--- src/common/nocPkg.sv ---
`default_nettype none

package nocPkg;

  localparam int numPorts = 5;
  localparam int stateWidth = numPorts + 1;
  localparam int flitWidth = 16;
  localparam int kindWidth = 3;
  localparam int quantumWidth = 12;
  localparam int portIdxWidth = 3;

  localparam int fifoDepth = 4;
  localparam int fifoPtrWidth = $clog2(fifoDepth);
  localparam int fifoCountWidth = $clog2(fifoDepth + 1);

  // One-hot flit kinds.
  localparam logic [kindWidth-1:0] kindHead = 3'b001;
  localparam logic [kindWidth-1:0] kindBody = 3'b010;
  localparam logic [kindWidth-1:0] kindTail = 3'b100;

  // Input order, also the round-robin order.
  localparam int portL = 0;
  localparam int portN = 1;
  localparam int portE = 2;
  localparam int portW = 3;
  localparam int portS = 4;

  typedef struct packed {
    logic [kindWidth-1:0] kind;
    logic [flitWidth-kindWidth-quantumWidth-1:0] spare;
    logic [quantumWidth-1:0] quantum;
  } headView_t;

  typedef struct packed {
    logic [kindWidth-1:0] kind;
    logic [flitWidth-kindWidth-1:0] payload;
  } bodyView_t;

  // Kind bits line up in both views.
  typedef union packed {
    headView_t headView;
    bodyView_t bodyView;
  } flit_t;

  typedef logic [portIdxWidth-1:0] portIdx_t;

endpackage

`default_nettype wire

--- src/common/portLink.sv ---
`default_nettype none

interface portLink;
  import nocPkg::*;

  logic valid;
  flit_t flit;
  logic timesUp;
  logic ready;
  // High while the arbiter keeps this port as owner.
  logic ownerHold;

  modport port
  (
    output valid,
    output flit,
    output timesUp,
    input  ready,
    input  ownerHold
  );

  modport arb
  (
    input  valid,
    input  flit,
    input  timesUp,
    output ready,
    output ownerHold
  );

endinterface

`default_nettype wire

--- src/inputPort/portFifo.sv ---
`default_nettype none

module portFifo
(
  input  logic          clk,
  input  logic          rst,
  input  logic          wrValid,
  output logic          wrReady,
  input  nocPkg::flit_t wrFlit,
  output logic          rdValid,
  input  logic          rdReady,
  output nocPkg::flit_t rdFlit
);
  import nocPkg::*;

  flit_t mem [fifoDepth];
  logic [fifoPtrWidth-1:0] wrPtr;
  logic [fifoPtrWidth-1:0] rdPtr;
  logic [fifoCountWidth-1:0] count;
  logic full;
  logic wrEn;
  logic rdEn;

  function automatic logic [fifoPtrWidth-1:0] nextPtr(input logic [fifoPtrWidth-1:0] ptr);
    if (ptr == fifoPtrWidth'(fifoDepth - 1))
      return '0;
    return ptr + 1'b1;
  endfunction

  assign full = (count == fifoCountWidth'(fifoDepth));
  assign rdValid = (count != '0);
  assign rdEn = rdValid && rdReady;
  // When full, a word can still enter as the head leaves.
  assign wrReady = !full || rdEn;
  assign wrEn = wrValid && wrReady;
  assign rdFlit = mem[rdPtr];

  always_ff @(posedge clk)
  begin
    if (wrEn)
      mem[wrPtr] <= wrFlit;
  end

  always_ff @(posedge clk)
  begin
    if (rst)
    begin
      wrPtr <= '0;
      rdPtr <= '0;
      count <= '0;
    end
    else
    begin
      if (wrEn)
        wrPtr <= nextPtr(wrPtr);
      if (rdEn)
        rdPtr <= nextPtr(rdPtr);
      if (wrEn && !rdEn)
        count <= count + 1'b1;
      else if (rdEn && !wrEn)
        count <= count - 1'b1;
    end
  end

endmodule

`default_nettype wire

--- src/inputPort/holdTimer.sv ---
`default_nettype none

module holdTimer
(
  input  logic          clk,
  input  logic          rst,
  input  nocPkg::flit_t headFlit,
  input  logic          headValid,
  input  logic          ownerHold,
  output logic          timesUp
);
  import nocPkg::*;

  logic [quantumWidth-1:0] quantum;
  logic [quantumWidth-1:0] count;
  logic headSeen;

  assign headSeen = headValid && (headFlit.headView.kind == kindHead);

  always_ff @(posedge clk)
  begin
    if (rst)
    begin
      quantum <= '0;
      count <= '0;
    end
    else
    begin
      // Newest head at the FIFO output sets the quantum.
      if (headSeen)
        quantum <= headFlit.headView.quantum;
      if (ownerHold)
        count <= count + 1'b1;
      else
        count <= '0;
    end
  end

  // Count starts at 0, so a port gets quantum + 1 owned cycles.
  assign timesUp = (count == quantum);

endmodule

`default_nettype wire

--- src/inputPort/inputPort.sv ---
`default_nettype none

module inputPort
(
  input  logic          clk,
  input  logic          rst,
  input  logic          inValid,
  output logic          inReady,
  input  nocPkg::flit_t inFlit,
  portLink.port         link
);

  portFifo u_fifo
  (
    .clk     (clk),
    .rst     (rst),
    .wrValid (inValid),
    .wrReady (inReady),
    .wrFlit  (inFlit),
    .rdValid (link.valid),
    .rdReady (link.ready),
    .rdFlit  (link.flit)
  );

  // Timer watches the FIFO head and runs while the arbiter holds us.
  holdTimer u_timer
  (
    .clk       (clk),
    .rst       (rst),
    .headFlit  (link.flit),
    .headValid (link.valid),
    .ownerHold (link.ownerHold),
    .timesUp   (link.timesUp)
  );

endmodule

`default_nettype wire

--- src/arbiter/switchArbiter.sv ---
`default_nettype none

module switchArbiter
(
  input  logic             clk,
  input  logic             rst,
  portLink.arb             links [nocPkg::numPorts],
  output logic             selValid,
  input  logic             selReady,
  output nocPkg::flit_t    selFlit,
  output nocPkg::portIdx_t selSource
);
  import nocPkg::*;

  // Bit 0 is idle, bit p+1 means port p owns the output.
  logic [stateWidth-1:0] state;
  logic [stateWidth-1:0] nextState;
  logic [numPorts-1:0] req;
  logic [numPorts-1:0] timesUp;
  logic [numPorts-1:0] ownerHold;
  flit_t flits [numPorts];

  // First requester among span ports, starting at first and wrapping.
  function automatic logic [stateWidth-1:0] pickNext(
    input logic [numPorts-1:0] reqs,
    input int first,
    input int span
  );
    logic [stateWidth-1:0] pick;
    int idx;
    pick = stateWidth'(1);
    for (int k = span - 1; k >= 0; k--)
    begin
      idx = (first + k) % numPorts;
      if (reqs[idx])
        pick = stateWidth'(1) << (idx + 1);
    end
    return pick;
  endfunction

  for (genvar i = 0; i < numPorts; i++)
  begin : gLink
    assign req[i] = links[i].valid;
    assign timesUp[i] = links[i].timesUp;
    assign flits[i] = links[i].flit;
    assign links[i].ownerHold = ownerHold[i];
    assign links[i].ready = state[i + 1] && req[i] && selReady;
  end

  always_ff @(posedge clk)
  begin
    if (rst)
      state <= stateWidth'(1);
    else
      state <= nextState;
  end

  always_comb
  begin
    nextState = stateWidth'(1);
    ownerHold = '0;
    if (state[0])
      nextState = pickNext(req, 0, numPorts);
    for (int p = 0; p < numPorts; p++)
    begin
      if (state[p + 1])
      begin
        if (req[p] && !timesUp[p])
        begin
          ownerHold[p] = 1'b1;
          nextState = stateWidth'(1) << (p + 1);
        end
        else
          nextState = pickNext(req, p + 1, numPorts - 1);
      end
    end
  end

  // Owner's flit and index toward the slice.
  always_comb
  begin
    selValid = 1'b0;
    selFlit = '0;
    selSource = '0;
    for (int p = 0; p < numPorts; p++)
    begin
      if (state[p + 1])
      begin
        selValid = req[p];
        selFlit = flits[p];
        selSource = portIdx_t'(p);
      end
    end
  end

endmodule

`default_nettype wire

--- src/source/outputSlice.sv ---
`default_nettype none

module outputSlice
(
  input  logic             clk,
  input  logic             rst,
  input  logic             inValid,
  output logic             inReady,
  input  nocPkg::flit_t    inFlit,
  input  nocPkg::portIdx_t inSource,
  output logic             outValid,
  input  logic             outReady,
  output nocPkg::flit_t    outFlit,
  output nocPkg::portIdx_t outSource
);

  logic full;

  // Room when empty or when the held flit leaves this cycle.
  assign inReady = !full || outReady;
  assign outValid = full;

  always_ff @(posedge clk)
  begin
    if (rst)
      full <= 1'b0;
    else if (inReady)
      full <= inValid;
  end

  always_ff @(posedge clk)
  begin
    if (inValid && inReady)
    begin
      outFlit <= inFlit;
      outSource <= inSource;
    end
  end

endmodule

`default_nettype wire

--- src/source/nocOutputPort.sv ---
`default_nettype none

module nocOutputPort
(
  input  logic                                               clk,
  input  logic                                               rst,
  input  logic [nocPkg::numPorts-1:0]                        inValid,
  output logic [nocPkg::numPorts-1:0]                        inReady,
  input  logic [nocPkg::numPorts-1:0][nocPkg::flitWidth-1:0] inFlit,
  output logic                                               outValid,
  input  logic                                               outReady,
  output logic [nocPkg::flitWidth-1:0]                       outFlit,
  output logic [nocPkg::portIdxWidth-1:0]                    outSource
);
  import nocPkg::*;

  logic selValid;
  logic selReady;
  flit_t selFlit;
  portIdx_t selSource;

  portLink links [numPorts] ();

  // Inputs in L, N, E, W, S order.
  for (genvar i = 0; i < numPorts; i++)
  begin : gPort
    inputPort u_inputPort
    (
      .clk     (clk),
      .rst     (rst),
      .inValid (inValid[i]),
      .inReady (inReady[i]),
      .inFlit  (flit_t'(inFlit[i])),
      .link    (links[i])
    );
  end

  switchArbiter u_switchArbiter
  (
    .clk       (clk),
    .rst       (rst),
    .links     (links),
    .selValid  (selValid),
    .selReady  (selReady),
    .selFlit   (selFlit),
    .selSource (selSource)
  );

  outputSlice u_outputSlice
  (
    .clk       (clk),
    .rst       (rst),
    .inValid   (selValid),
    .inReady   (selReady),
    .inFlit    (selFlit),
    .inSource  (selSource),
    .outValid  (outValid),
    .outReady  (outReady),
    .outFlit   (outFlit),
    .outSource (outSource)
  );

endmodule

`default_nettype wire

--- config.mk ---
export PLATFORM = sky130hd
export DESIGN_NAME = nocOutputPort
export DESIGN_NICKNAME = d
export VERILOG_FILES = /design/src/common/nocPkg.sv /design/src/common/portLink.sv /design/src/inputPort/portFifo.sv /design/src/inputPort/holdTimer.sv /design/src/inputPort/inputPort.sv /design/src/arbiter/switchArbiter.sv /design/src/source/outputSlice.sv /design/src/source/nocOutputPort.sv
export SDC_FILE = /design/constraint.sdc
export NUM_CORES = 1
export LEC_CHECK = 0
export BUFFER_PORTS_ARGS = -buffer_cell sky130_fd_sc_hd__buf_4
export CAP_MARGIN = 10
export CORE_ASPECT_RATIO = 0.6
export CORE_MARGIN = 10
export CORE_UTILIZATION = 61
export CTS_CLUSTER_SIZE = 16
export DETAILED_ROUTE_END_ITERATION = 7
export PLACE_DENSITY = 0.79
export SLEW_MARGIN = 15
export SYNTH_ARGS = -nofsm -noshare
export SYNTH_HDL_FRONTEND = slang
export SYNTH_SLANG_ARGS = --single-unit
--- constraint.sdc ---
create_clock -name clk -period 3.2 [get_ports clk]
set_input_delay 0.64 -clock clk [delete_from_list [all_inputs] [get_ports clk]]
set_output_delay 0.64 -clock clk [all_outputs]
set_load 0.01 [all_outputs]
-- Word level (Yosys, flattened, before mapping)
Memories as Yosys holds them, arrays and structs flattened. A register that Yosys moved wholly into a read port is not among the register bits.
Index checks and enable logic that the tools add are counted.
- register bits: 181
- RAM bits: 320
- input port bits: 88
- output and inout bits: 25
- word-level logic and storage cells: 307
- memories: 5
- memory list (name ; depth ; bits a word ; rd ports ; clocked after Yosys merged registers in ; wr ports ; line ; text):
    gPort[0].u_inputPort.u_fifo.mem ; 4 ; 16 ; 1 ; 1 ; 1 ; portFifo.sv:16 ; flit_t mem [fifoDepth];
    gPort[1].u_inputPort.u_fifo.mem ; 4 ; 16 ; 1 ; 1 ; 1 ; portFifo.sv:16 ;
    gPort[2].u_inputPort.u_fifo.mem ; 4 ; 16 ; 1 ; 1 ; 1 ; portFifo.sv:16 ;
    gPort[3].u_inputPort.u_fifo.mem ; 4 ; 16 ; 1 ; 1 ; 1 ; portFifo.sv:16 ;
    gPort[4].u_inputPort.u_fifo.mem ; 4 ; 16 ; 1 ; 1 ; 1 ; portFifo.sv:16 ;
- add/subtract/negate cells: 25
- equal/unequal tests: 25
- mux-type cells: 135
- bitwise operators: 5
- reductions and logical operators: 83
- operators with widths (cell ; count):
    6-bit 2-to-1 mux ; 22
    16-bit 2-to-1 mux ; 5
    2-bit 2-to-1 mux ; 33
    12-bit by 1-bit adder with 12-bit output, second input constant ; 5
    12-bit == test ; 5
    1-bit 2-to-1 mux ; 56
    1-bit logical AND ; 41
    3-bit 2-to-1 mux ; 12
    1-bit zero test ; 21
    2-bit by 1-bit adder with 2-bit output, second input constant ; 10
    2-bit == test, second input constant ; 10
    5-bit 2-to-1 mux ; 4
    3-bit by 1-bit adder with 3-bit output, second input constant ; 5
    3-bit by 1-bit == test with 1-bit output, second input constant ; 5
    3-bit == test, second input constant ; 5
    3-bit nonzero test ; 5
    3-bit by 1-bit subtractor with 3-bit output, second input constant ; 5
    4-bit 2-to-1 mux ; 3
    2-bit nonzero test ; 5
    2-bit OR reduction ; 5
    1-bit logical OR ; 6
    1-bit inverter ; 5

-- Longest topological paths before layout
Gate-level depths: netlist (run 1).
- depth after elaboration: 12
- gate-level depth with buffers: 12
- mapped depth without buffers: 10

-- By module
Synthesis (run 1) repeated with hierarchy kept, for this count alone.
- cells, all modules: 1531
- area, all modules: 21299.2 um^2
- by module, submodules not included (module ; times used ; cells each ; area an instance (um^2) ; sequential area each (um^2)):
    portFifo ; 5 ; 132 ; 2788.9 ; 2102.0
    holdTimer ; 5 ; 126 ; 1079.8 ; 480.5
    switchArbiter ; 1 ; 217 ; 1330.0 ; 120.1
    outputSlice ; 1 ; 24 ; 625.6 ; 590.6

-- Least setup slack after synthesis (run 1)
Ideal clock, no wire load.
- path type: input -> register
- start: input outReady
- end: register gPort[4].u_inputPort.u_fifo.count[2]
- setup time: 0.070 ns
- arrival time: 2.706 ns
- required time: 3.130 ns
- setup slack: 0.423 ns
- stages on the path: 11
- path buffers: 1
- cell sequence: nand2b_1 > nand3_1 > nand3_1 > and2_1 > clkbuf_1 > ha_1 > inv_1 > fa_1 > xor2_1 > or3_1 > a21oi_1
- longest elaborated chain between the ends: 8
- elaborated cells on any way between the ends: 11
- classes of those cells: mux (1); reduce/logical (10)
- ends and longest elaborated chain (item ; line ; text):
    from (decl) ; nocOutputPort.sv:11 ; input logic outReady,
    1-bit logical OR (*) ; outputSlice.sv:20 ; assign inReady = !full || outReady;
    1-bit logical AND (*) ; switchArbiter.sv:47 ; assign links[i].ready = state[i + 1] && req[i] && selReady;
    1-bit logical AND (*) ; portFifo.sv:32 ; assign rdEn = rdValid && rdReady;
    1-bit logical OR (*) ; portFifo.sv:34 ; assign wrReady = !full || rdEn;
    named net gPort[4].u_inputPort.inReady ; inputPort.sv:8 ; output logic inReady,
    1-bit logical AND (*) ; portFifo.sv:35 ; assign wrEn = wrValid && wrReady;
    named net gPort[4].u_inputPort.u_fifo.wrEn ; portFifo.sv:21 ; logic wrEn;
    1-bit zero test ; portFifo.sv:60 ; else if (rdEn && !wrEn)
    1-bit logical AND ; portFifo.sv:60 ;
    2-bit nonzero test (no source line) ; n/a ;
    to (signal assigned) ; portFifo.sv:59 ; count <= count + 1'b1;
    to (signal assigned) ; portFifo.sv:61 ; count <= count - 1'b1;
    to (decl) ; portFifo.sv:19 ; logic [fifoCountWidth-1:0] count;
The timed path passes the listed nets; every way through them passes the cells marked *.
A chain may end at the register's enable or synchronous reset.

-- Worst setup path after layout (run 1)
- start: register gPort[2].u_inputPort.u_fifo.count[0]
- end: register gPort[2].u_inputPort.u_fifo.count[2]
- longest elaborated chain between the ends: 9
- elaborated cells on any way between the ends: 17
- classes of those cells: add/sub (2); eq/ne (1); mux (2); reduce/logical (12)
- ends and longest elaborated chain (item ; line ; text):
    from (decl) ; portFifo.sv:19 ;
    from (signal assigned) ; portFifo.sv:59 ;
    from (signal assigned) ; portFifo.sv:61 ;
    3-bit nonzero test ; portFifo.sv:31 ; assign rdValid = (count != '0);
    1-bit logical AND (2 in series) ; switchArbiter.sv:47 ;
    1-bit logical AND ; portFifo.sv:32 ;
    1-bit logical OR ; portFifo.sv:34 ;
    1-bit logical AND ; portFifo.sv:35 ;
    1-bit zero test ; portFifo.sv:60 ;
    1-bit logical AND ; portFifo.sv:60 ;
    2-bit nonzero test (no source line) ; n/a ;
Parallel ways exist; a longest one is shown, timed or not. The select of a mux whose other input is x is not followed.

==> results by group, run 1 <==
Run status
  • Status: finished clean

STA
  • Period utilization: 87.2%
  • Final Skew: approximately 24 ps
  • Final setup fails: 0
  • Unrepaired setup endpoints after global routing: no
  • Slew headroom: 26.1%
  • Fin worst setup slack: about 400 ps
  • TNS Setup: 0 ps
  • Worst-margin pin slew: 1110 ps
  • Final Hold Violating Endpoints: 0
  • Fin crit period: 2790 ps
  • Slew Limit Fails: 0
  • Max Fclk: around 360 MHz

Power and ir drop
  • Leakage Power: 8.28 nW
  • Worst VDD drop: a little under 0.0005 V
  • Pwr dens: approximately 760 nW/um^2

Final layout
  • Commonest non-fill, non-tap cell in the layout: edfxtp_1
  • Share of cells above drive strength 1: 20.5%
  • Fillers: 2156
  • Layout area overhead: 13.6%
  • Final Cell Area: 23700 um^2
  • Nets: 1673
  • Non-Filler Instances: 2040
  • Antenna Cells: 0
  • Commonest non-fill, non-tap cells in the layout: edfxtp_1, nor2_1, dfxtp_1

Route
  • Routed len/inst: approximately 22 um
  • DRC: 0
  • Routed WL: approximately 46 mm
  • Avg Vias per Cell: 5.93
  • Vias: 12100
  • Routed Antenna Nets: 0
  • Drt first pass iters: 6
  • Iteration-0 DRC Markers: 1323

Floorplan
  • I/O pin count: roughly 110
  • Chip width: 259 um
  • Cell Rows: 52
  • Die area: 42300 um^2
  • Initial core utilization: 61.9%
  • Core area: around 34000 um^2
  • Die height: 163 um

Worst setup path
  • Worst Setup End Kind: flip-flop
  • Worst Path Max Fanout: 6
  • WP data arrival: 3280 ps
  • CP Class: reg -> reg
  • Startpoint class of the critical path: flip-flop
  • Worst Path Required: 3690 ps
  • R2r setup slk: 410 ps

Global route
  • Vias in the first global route: roughly 12000
  • Largest net degree at the start of global routing: just over 50
  • Overall Global Routing Usage: 21.6%
  • Initial antenna violation count: 0
  • Global-route wire length before repair: approximately 70 mm
  • Grt ovf: 0

CTS
  • H-tree depth: 2
  • CTS Buf Count: 45
  • Hold_buf cts: 0
  • CTS tree: yes
  • Clk slew on worst S/H paths: 60 ps
  • TritonCTS Sinks: 511
  • CTS max path bufs: 3
  • CTS resizes: 0
  • Setup repair bufs after CTS: 0
  • Clock root cell: clkbuf_16
  • Clock latency on the worst-skew pair: 560 ps

Logic synthesis
  • Mapped Area: 20900 um^2
  • Netlist cell types: between 50 and 60
  • Sequential area share after synthesis: about 65%
  • Syn Inst Count: 1406
  • Synth area leader: edfxtp_1
  • Synth Flop Type: edfxtp_1
  • Number of synthesized flops with an enable pin: about 340
  • Largest cells by area after synthesis: edfxtp_1, dfxtp_1, mux4_2, nor2_1, mux2i_1
  • Syn nets: 1534
  • Share of flip-flops with an asynchronous set or reset: 0%
  • Top-area cell type share of the netlist area: 48.7%
  • Synth warn: 0
  • #FFs+latches synth: 511
  • Syn avg cell area: 14.9 um^2

Placed design
  • Pre-CTS setup slack: 116 ps
  • DP Area: 22300 um^2
  • GPL Wtd Cong: 0.898
  • PortBufs: 112
  • Placed Cells: 1957
  • Post-detail-place hpwl: 32.4 mm

Flow run
  • Maxcap violations: 0

Min path
  • HP Class: in -> reg
metal layers:
| metal | wire length (um) | up-vias | global-route usage, % | share of wire (%) |
|---|---|---|---|---|
| met4 | 630 | 0 | 4.58 | 1.4 |
| met2 | 20500 | 483 | 32.0 | 45 |
| met1 | 20800 | 6038 | 33.2 | 46 |
| met5 | 0 | - | 0 | 0 |
| li1 | - | 5515 | - | - |
| met3 | 3700 | 58 | 3.65 | 8.1 |
worst paths after layout:
path | from | end | depth (start not counted)
worst max-delay path | gPort[2].u_inputPort.u_fifo.count[0] | gPort[2].u_inputPort.u_fifo.count[2] | 10
worst max register to register | gPort[2].u_inputPort.u_fifo.count[0] | gPort[2].u_inputPort.u_fifo.count[2] | 10
worst min-delay path | inFlit[11] | gPort[0].u_inputPort.u_fifo.mem[2][11] | 1
worst min register to register | gPort[0].u_inputPort.u_timer.count[0] | gPort[0].u_inputPort.u_timer.count[0] | 1
cells in the mapped netlist, drive strengths merged, types with 5 or more instances:
master	instances
edfxtp	339
nor2	191
dfxtp	172
mux4	80
mux2i	70
xnor2	67
xor2	53
nand3	39
clkbuf	38
and3	36
ha	35
a22oi	32
buf	32
o21ai	32
a21oi	27
inv	26
nand2	25
nand4	19
mux2	16
nor3	14
or3	13
and2	7
fa	5
nor4	5
nor4b	5
cell families after synthesis:
| logic type | Yosys count | synth area share (%) |
|---|---|---|
| AO/OA/AOI/OAI | 110 | 3.33 |
| adder cells (fa/ha/maj) | 40 | 2.57 |
| flip-flops | 511 | 65.2 |
| buffers and inverters | 96 | 2.23 |
| multiplexers | 166 | 13.1 |
| AND/OR/NAND/NOR | 363 | 8.59 |
| XOR/XNOR | 120 | 5.03 |
sequential cells by signal, summed over array words and instances (netlist names), named ones only:
register / flops
gPort.u_inputPort.u_fifo.wrPtr: 10
u_outputSlice.outFlit: 16
u_switchArbiter.state: 6
gPort.u_inputPort.u_timer.count: 60
gPort.u_inputPort.u_fifo.count: 15
u_outputSlice.outValid: 1
gPort.u_inputPort.u_timer.quantum: 60
u_outputSlice.outSource: 3
gPort.u_inputPort.u_fifo.mem: 320
gPort.u_inputPort.u_fifo.rdPtr: 10
where the power goes:
part / internal, W / switching [W] / leakage, nW
Clock: 0.00295 / 0.00230 / 0.683
Combinational: 0.00177 / 0.00251 / 3.08
Sequential: 0.00799 / 0.000448 / 4.51
Total: 0.0127 / 0.00526 / 8.28
per-stage QoR:
| step | hold WS [ps] | total power [W] | util (%) |
|---|---|---|---|
| after floorplan | 406 | 0.0112 | - |
| after global placement | 471 | 0.0126 | 66.1 |
| after detailed placement | 478 | 0.0128 | 66.1 |
| after CTS | 262 | 0.0180 | 70.3 |
| after global routing | 262 | 0.0187 | 70.3 |
| final | 282 | 0.0180 | 70.3 |
layout make-up:
class	count	area (um^2)	area share, %
well taps	459	574	2.42
clock inverters	18	168	0.706
multi-input cells	799	6810	28.7
inverters	26	97.6	0.411
flip-flops and latches	511	13600	57.4
clock buffers	65	1240	5.24
repair buffers	162	1220	5.12
critical path, cell delays in order (launching register included):
cell and delay, ps:
dfxtp_1 440, or3_1 280, nand3_2 170, nand3_1 240, and2_0 310, ha_1 230, inv_1 70, fa_1 370
xor2_1 170, or3_1 310, a21oi_1 140
No activity file was read; power rests on OpenSTA's default activity.
==> run 2, diff against run 1 <==
Settings changed: ABC_AREA set to 1, CELL_PAD_IN_SITES_DETAIL_PLACEMENT set to 1, CELL_PAD_IN_SITES_GLOBAL_PLACEMENT set to 2, CORE_UTILIZATION 61 to 40, PLACE_DENSITY 0.79 to 0.77.
==> results by group, run 2 <==
Final layout
  • Layout area overhead: 15.3%
  • Register area: approximately 14000 um^2
  • Area of the multi-input gates: 6730 um^2
  • Top reg by flops: gPort.u_inputPort.u_fifo.mem
  • Commonest non-fill, non-tap cells in the layout: edfxtp_1, nand2_1, nor2_1
  • Antenna Cells: 0
  • Fin util: between 40% and 50%
  • Commonest non-fill, non-tap cell in the layout: edfxtp_1
  • Share of cells above drive strength 1: 12.5%
  • Fillers: 5737
  • Top Registers: gPort.u_inputPort.u_fifo.mem x320, gPort.u_inputPort.u_timer.count x60, gPort.u_inputPort.u_timer.quantum x60
  • Nets: 2279
  • Non-Filler Instances: around 2900
  • Max FFs per register: 320

STA
  • Unrepaired setup endpoints after global routing: no
  • Final hold slack: 268 ps
  • Final Hold Violating Endpoints: 0
  • Final Skew: 13.9 ps
  • Max Fclk: 366 MHz
  • Slew Limit Fails: 0
  • Fin crit period: between 2000 and 3000 ps
  • Worst-margin pin slew: 768 ps
  • TNS Setup: 0 ps
  • Period utilization: between 80% and 90%
  • Final setup fails: 0
  • Slew headroom: about 50%

Worst setup path
  • R2R depth: 16
  • R2r setup slk: 540 ps
  • CP delay by family, top: simple AND/OR/NAND/NOR gates
  • Crit-path max cell delay: 350 ps
  • Worst Path Required: around 2600 ps
  • Worst Path Max Fanout: 6
  • CP cell instances: or2_1, nor2_2, inv_2, nand3_2, nand2_1, buf_4
  • Setup crit end: inReady[4]
  • WP data arrival: roughly 2100 ps
  • Crit path depth: 6
  • CP Class: reg -> out
  • Critical R2R Launch: gPort[1].u_inputPort.u_fifo.count[0]
  • FF-to-FF End: gPort[1].u_inputPort.u_fifo.count[2]
  • Setup crit start: gPort[4].u_inputPort.u_fifo.count[0]
  • Startpoint class of the critical path: flip-flop
  • CP bufs+invs: 2
  • Crit-path slowest cell: dfxtp_1
  • Worst Setup End Kind: output pin

CTS
  • CTS Buf Count: 49
  • TritonCTS Sinks: around 500
  • CTS resizes: 0
  • Hold_buf cts: 0
  • Clock latency on the worst-skew pair: 570 ps
  • Clock root cell: clkbuf_16
  • CTS tree: yes
  • H-tree depth: 2
  • CTS max path bufs: 3
  • Setup repair bufs after CTS: 0
  • Clk slew on worst S/H paths: 70 ps

Power and ir drop
  • Leakage Power: between 9 and 10 nW
  • Clock share of power: 29.0%
  • Sw Share: around a third
  • Psw: 0.00697 W
  • Final Total Pwr: 0.0203 W
  • Part of the power in registers: a little over two fifths
  • Internal power: around 0.013 W
  • Pwr dens: 823 nW/um^2
  • Gate power share: 28.1%
  • Worst VDD drop: 0.000405 V

Route
  • Avg Vias per Cell: 5.19
  • Routed len/inst: 20.6 um
  • Met2 WL post-DR: 26.6 mm
  • Top Layer Used: met4
  • Vias: 15000
  • DRC: 0
  • Routed WL: 59.5 mm
  • WL met1: 28.8 mm
  • Iteration-0 DRC Markers: 1082
  • Routed Antenna Nets: 0
  • Met3 WL: 3.11 mm
  • Drt first pass iters: 5

Run status
  • Status: finished clean

Logic synthesis
  • #FFs+latches synth: around 510
  • Top-area cell type share of the netlist area: 47.7%
  • Syn nets: 2153
  • Syn avg cell area: roughly 11 um^2
  • Mapped Area: 21400 um^2
  • Commonest cells in the netlist: edfxtp_1, nand2_1, nor2_1
  • Number of synthesized flops with an enable pin: 339
  • Synth Flop Type: edfxtp_1
  • Netlist cell types: 49
  • Synth warn: 0
  • Most frequent cell after synthesis: edfxtp_1
  • Sequential area share after synthesis: 63.8%
  • Share of flip-flops with an asynchronous set or reset: 0%
  • Syn Inst Count: 2025
  • Synth area leader: edfxtp_1
  • Largest cells by area after synthesis: edfxtp_1, dfxtp_1, nand2_1, nor2_1, o21ai_0

Flow run
  • Maxcap violations: 0

Floorplan
  • Cell Rows: between 60 and 70
  • Die area: ~63000 um^2
  • Die height: around 200 um
  • Core area: about 53000 um^2
  • Initial core utilization: 40.5%
  • Chip width: 318 um
  • I/O pin count: 113

Global route
  • Overall Global Routing Usage: 18.3%
  • Largest net degree at the start of global routing: between 40 and 50
  • Grt ovf: 0
  • Vias in the first global route: 15300
  • Global-route wire length before repair: around 91 mm
  • Initial antenna violation count: 2

Min path
  • HP Class: in -> reg

Placed design
  • Placed Cells: 2803
  • PortBufs: 112
  • Post-detail-place hpwl: about 42 mm
  • GPL Wtd Cong: approximately 0.81
[run 2: final cells by class]
class / instances / area share [%]
multi-input cells: 1274 / 27.3
repair buffers: 162 / 4.94
clock buffers: 68 / 5.58
inverters: 153 / 2.33
clock inverters: 23 / 0.925
well taps: 703 / 3.57
flip-flops and latches: 511 / 55.3
[run 2: worst min path at each step]
stage	start	to	slack, ps	depth (start not counted)
floorplan	gPort[4].u_inputPort.u_timer.count[0]	gPort[4].u_inputPort.u_timer.count[0]	440	1
global placement	gPort[4].u_inputPort.u_timer.count[0]	gPort[4].u_inputPort.u_timer.count[0]	450	1
detailed placement	gPort[2].u_inputPort.u_timer.count[0]	gPort[2].u_inputPort.u_timer.count[0]	480	1
CTS	inFlit[5]	gPort[0].u_inputPort.u_fifo.mem[0][5]	240	1
global route	inFlit[55]	gPort[3].u_inputPort.u_fifo.mem[1][7]	250	1
finish	inFlit[35]	gPort[2].u_inputPort.u_fifo.mem[3][3]	270	1
[run 2: cells by family after synthesis]
group,count (synthesis),share of synthesized area (%)
adder cells (fa/ha/maj),40,2.52
buffers and inverters,240,4.73
AND/OR/NAND/NOR,705,13.7
XOR/XNOR,71,2.91
flip-flops,511,63.8
AO/OA/AOI/OAI,458,12.4
[run 2: power by group through the flow]
stage               combinational, W  clock [W]  sequential (W)
finish                       0.00569    0.00587         0.00871
global route                 0.00637    0.00630         0.00881
CTS                          0.00574    0.00599         0.00872
detailed placement           0.00571          0         0.00885
global placement             0.00553          0         0.00882
floorplan                    0.00349          0         0.00874
[run 2: metrics by stage]
step	instance area [um^2]	setup WS (ps)
after CTS	24600	424
final	24600	468
after floorplan	21400	279
after global placement	23000	259
after global routing	24600	231
after detailed placement	23000	78.6
[run 2: worst reg2reg max path: stages, from the launching register on]
cell and delay, ps:
dfxtp_1 390, nor2_1 90, nand2_1 210, nand2_1 120, inv_1 110, nand2_1 140
nand3_1 170, nand2_1 210, inv_1 110, ha_1 160, inv_1 80, fa_1 380
nor2_1 120, nor2_1 40, nand2_1 70, o21ai_0 70, a21oi_1 130
[run 2: per-layer routing]
metal / up-vias / GRT usage [%]
met2: 251 / 28.7
met3: 60 / 3.25
met4: 0 / 3.64
li1: 7258 / -
met5: - / 0
met1: 7453 / 26.4
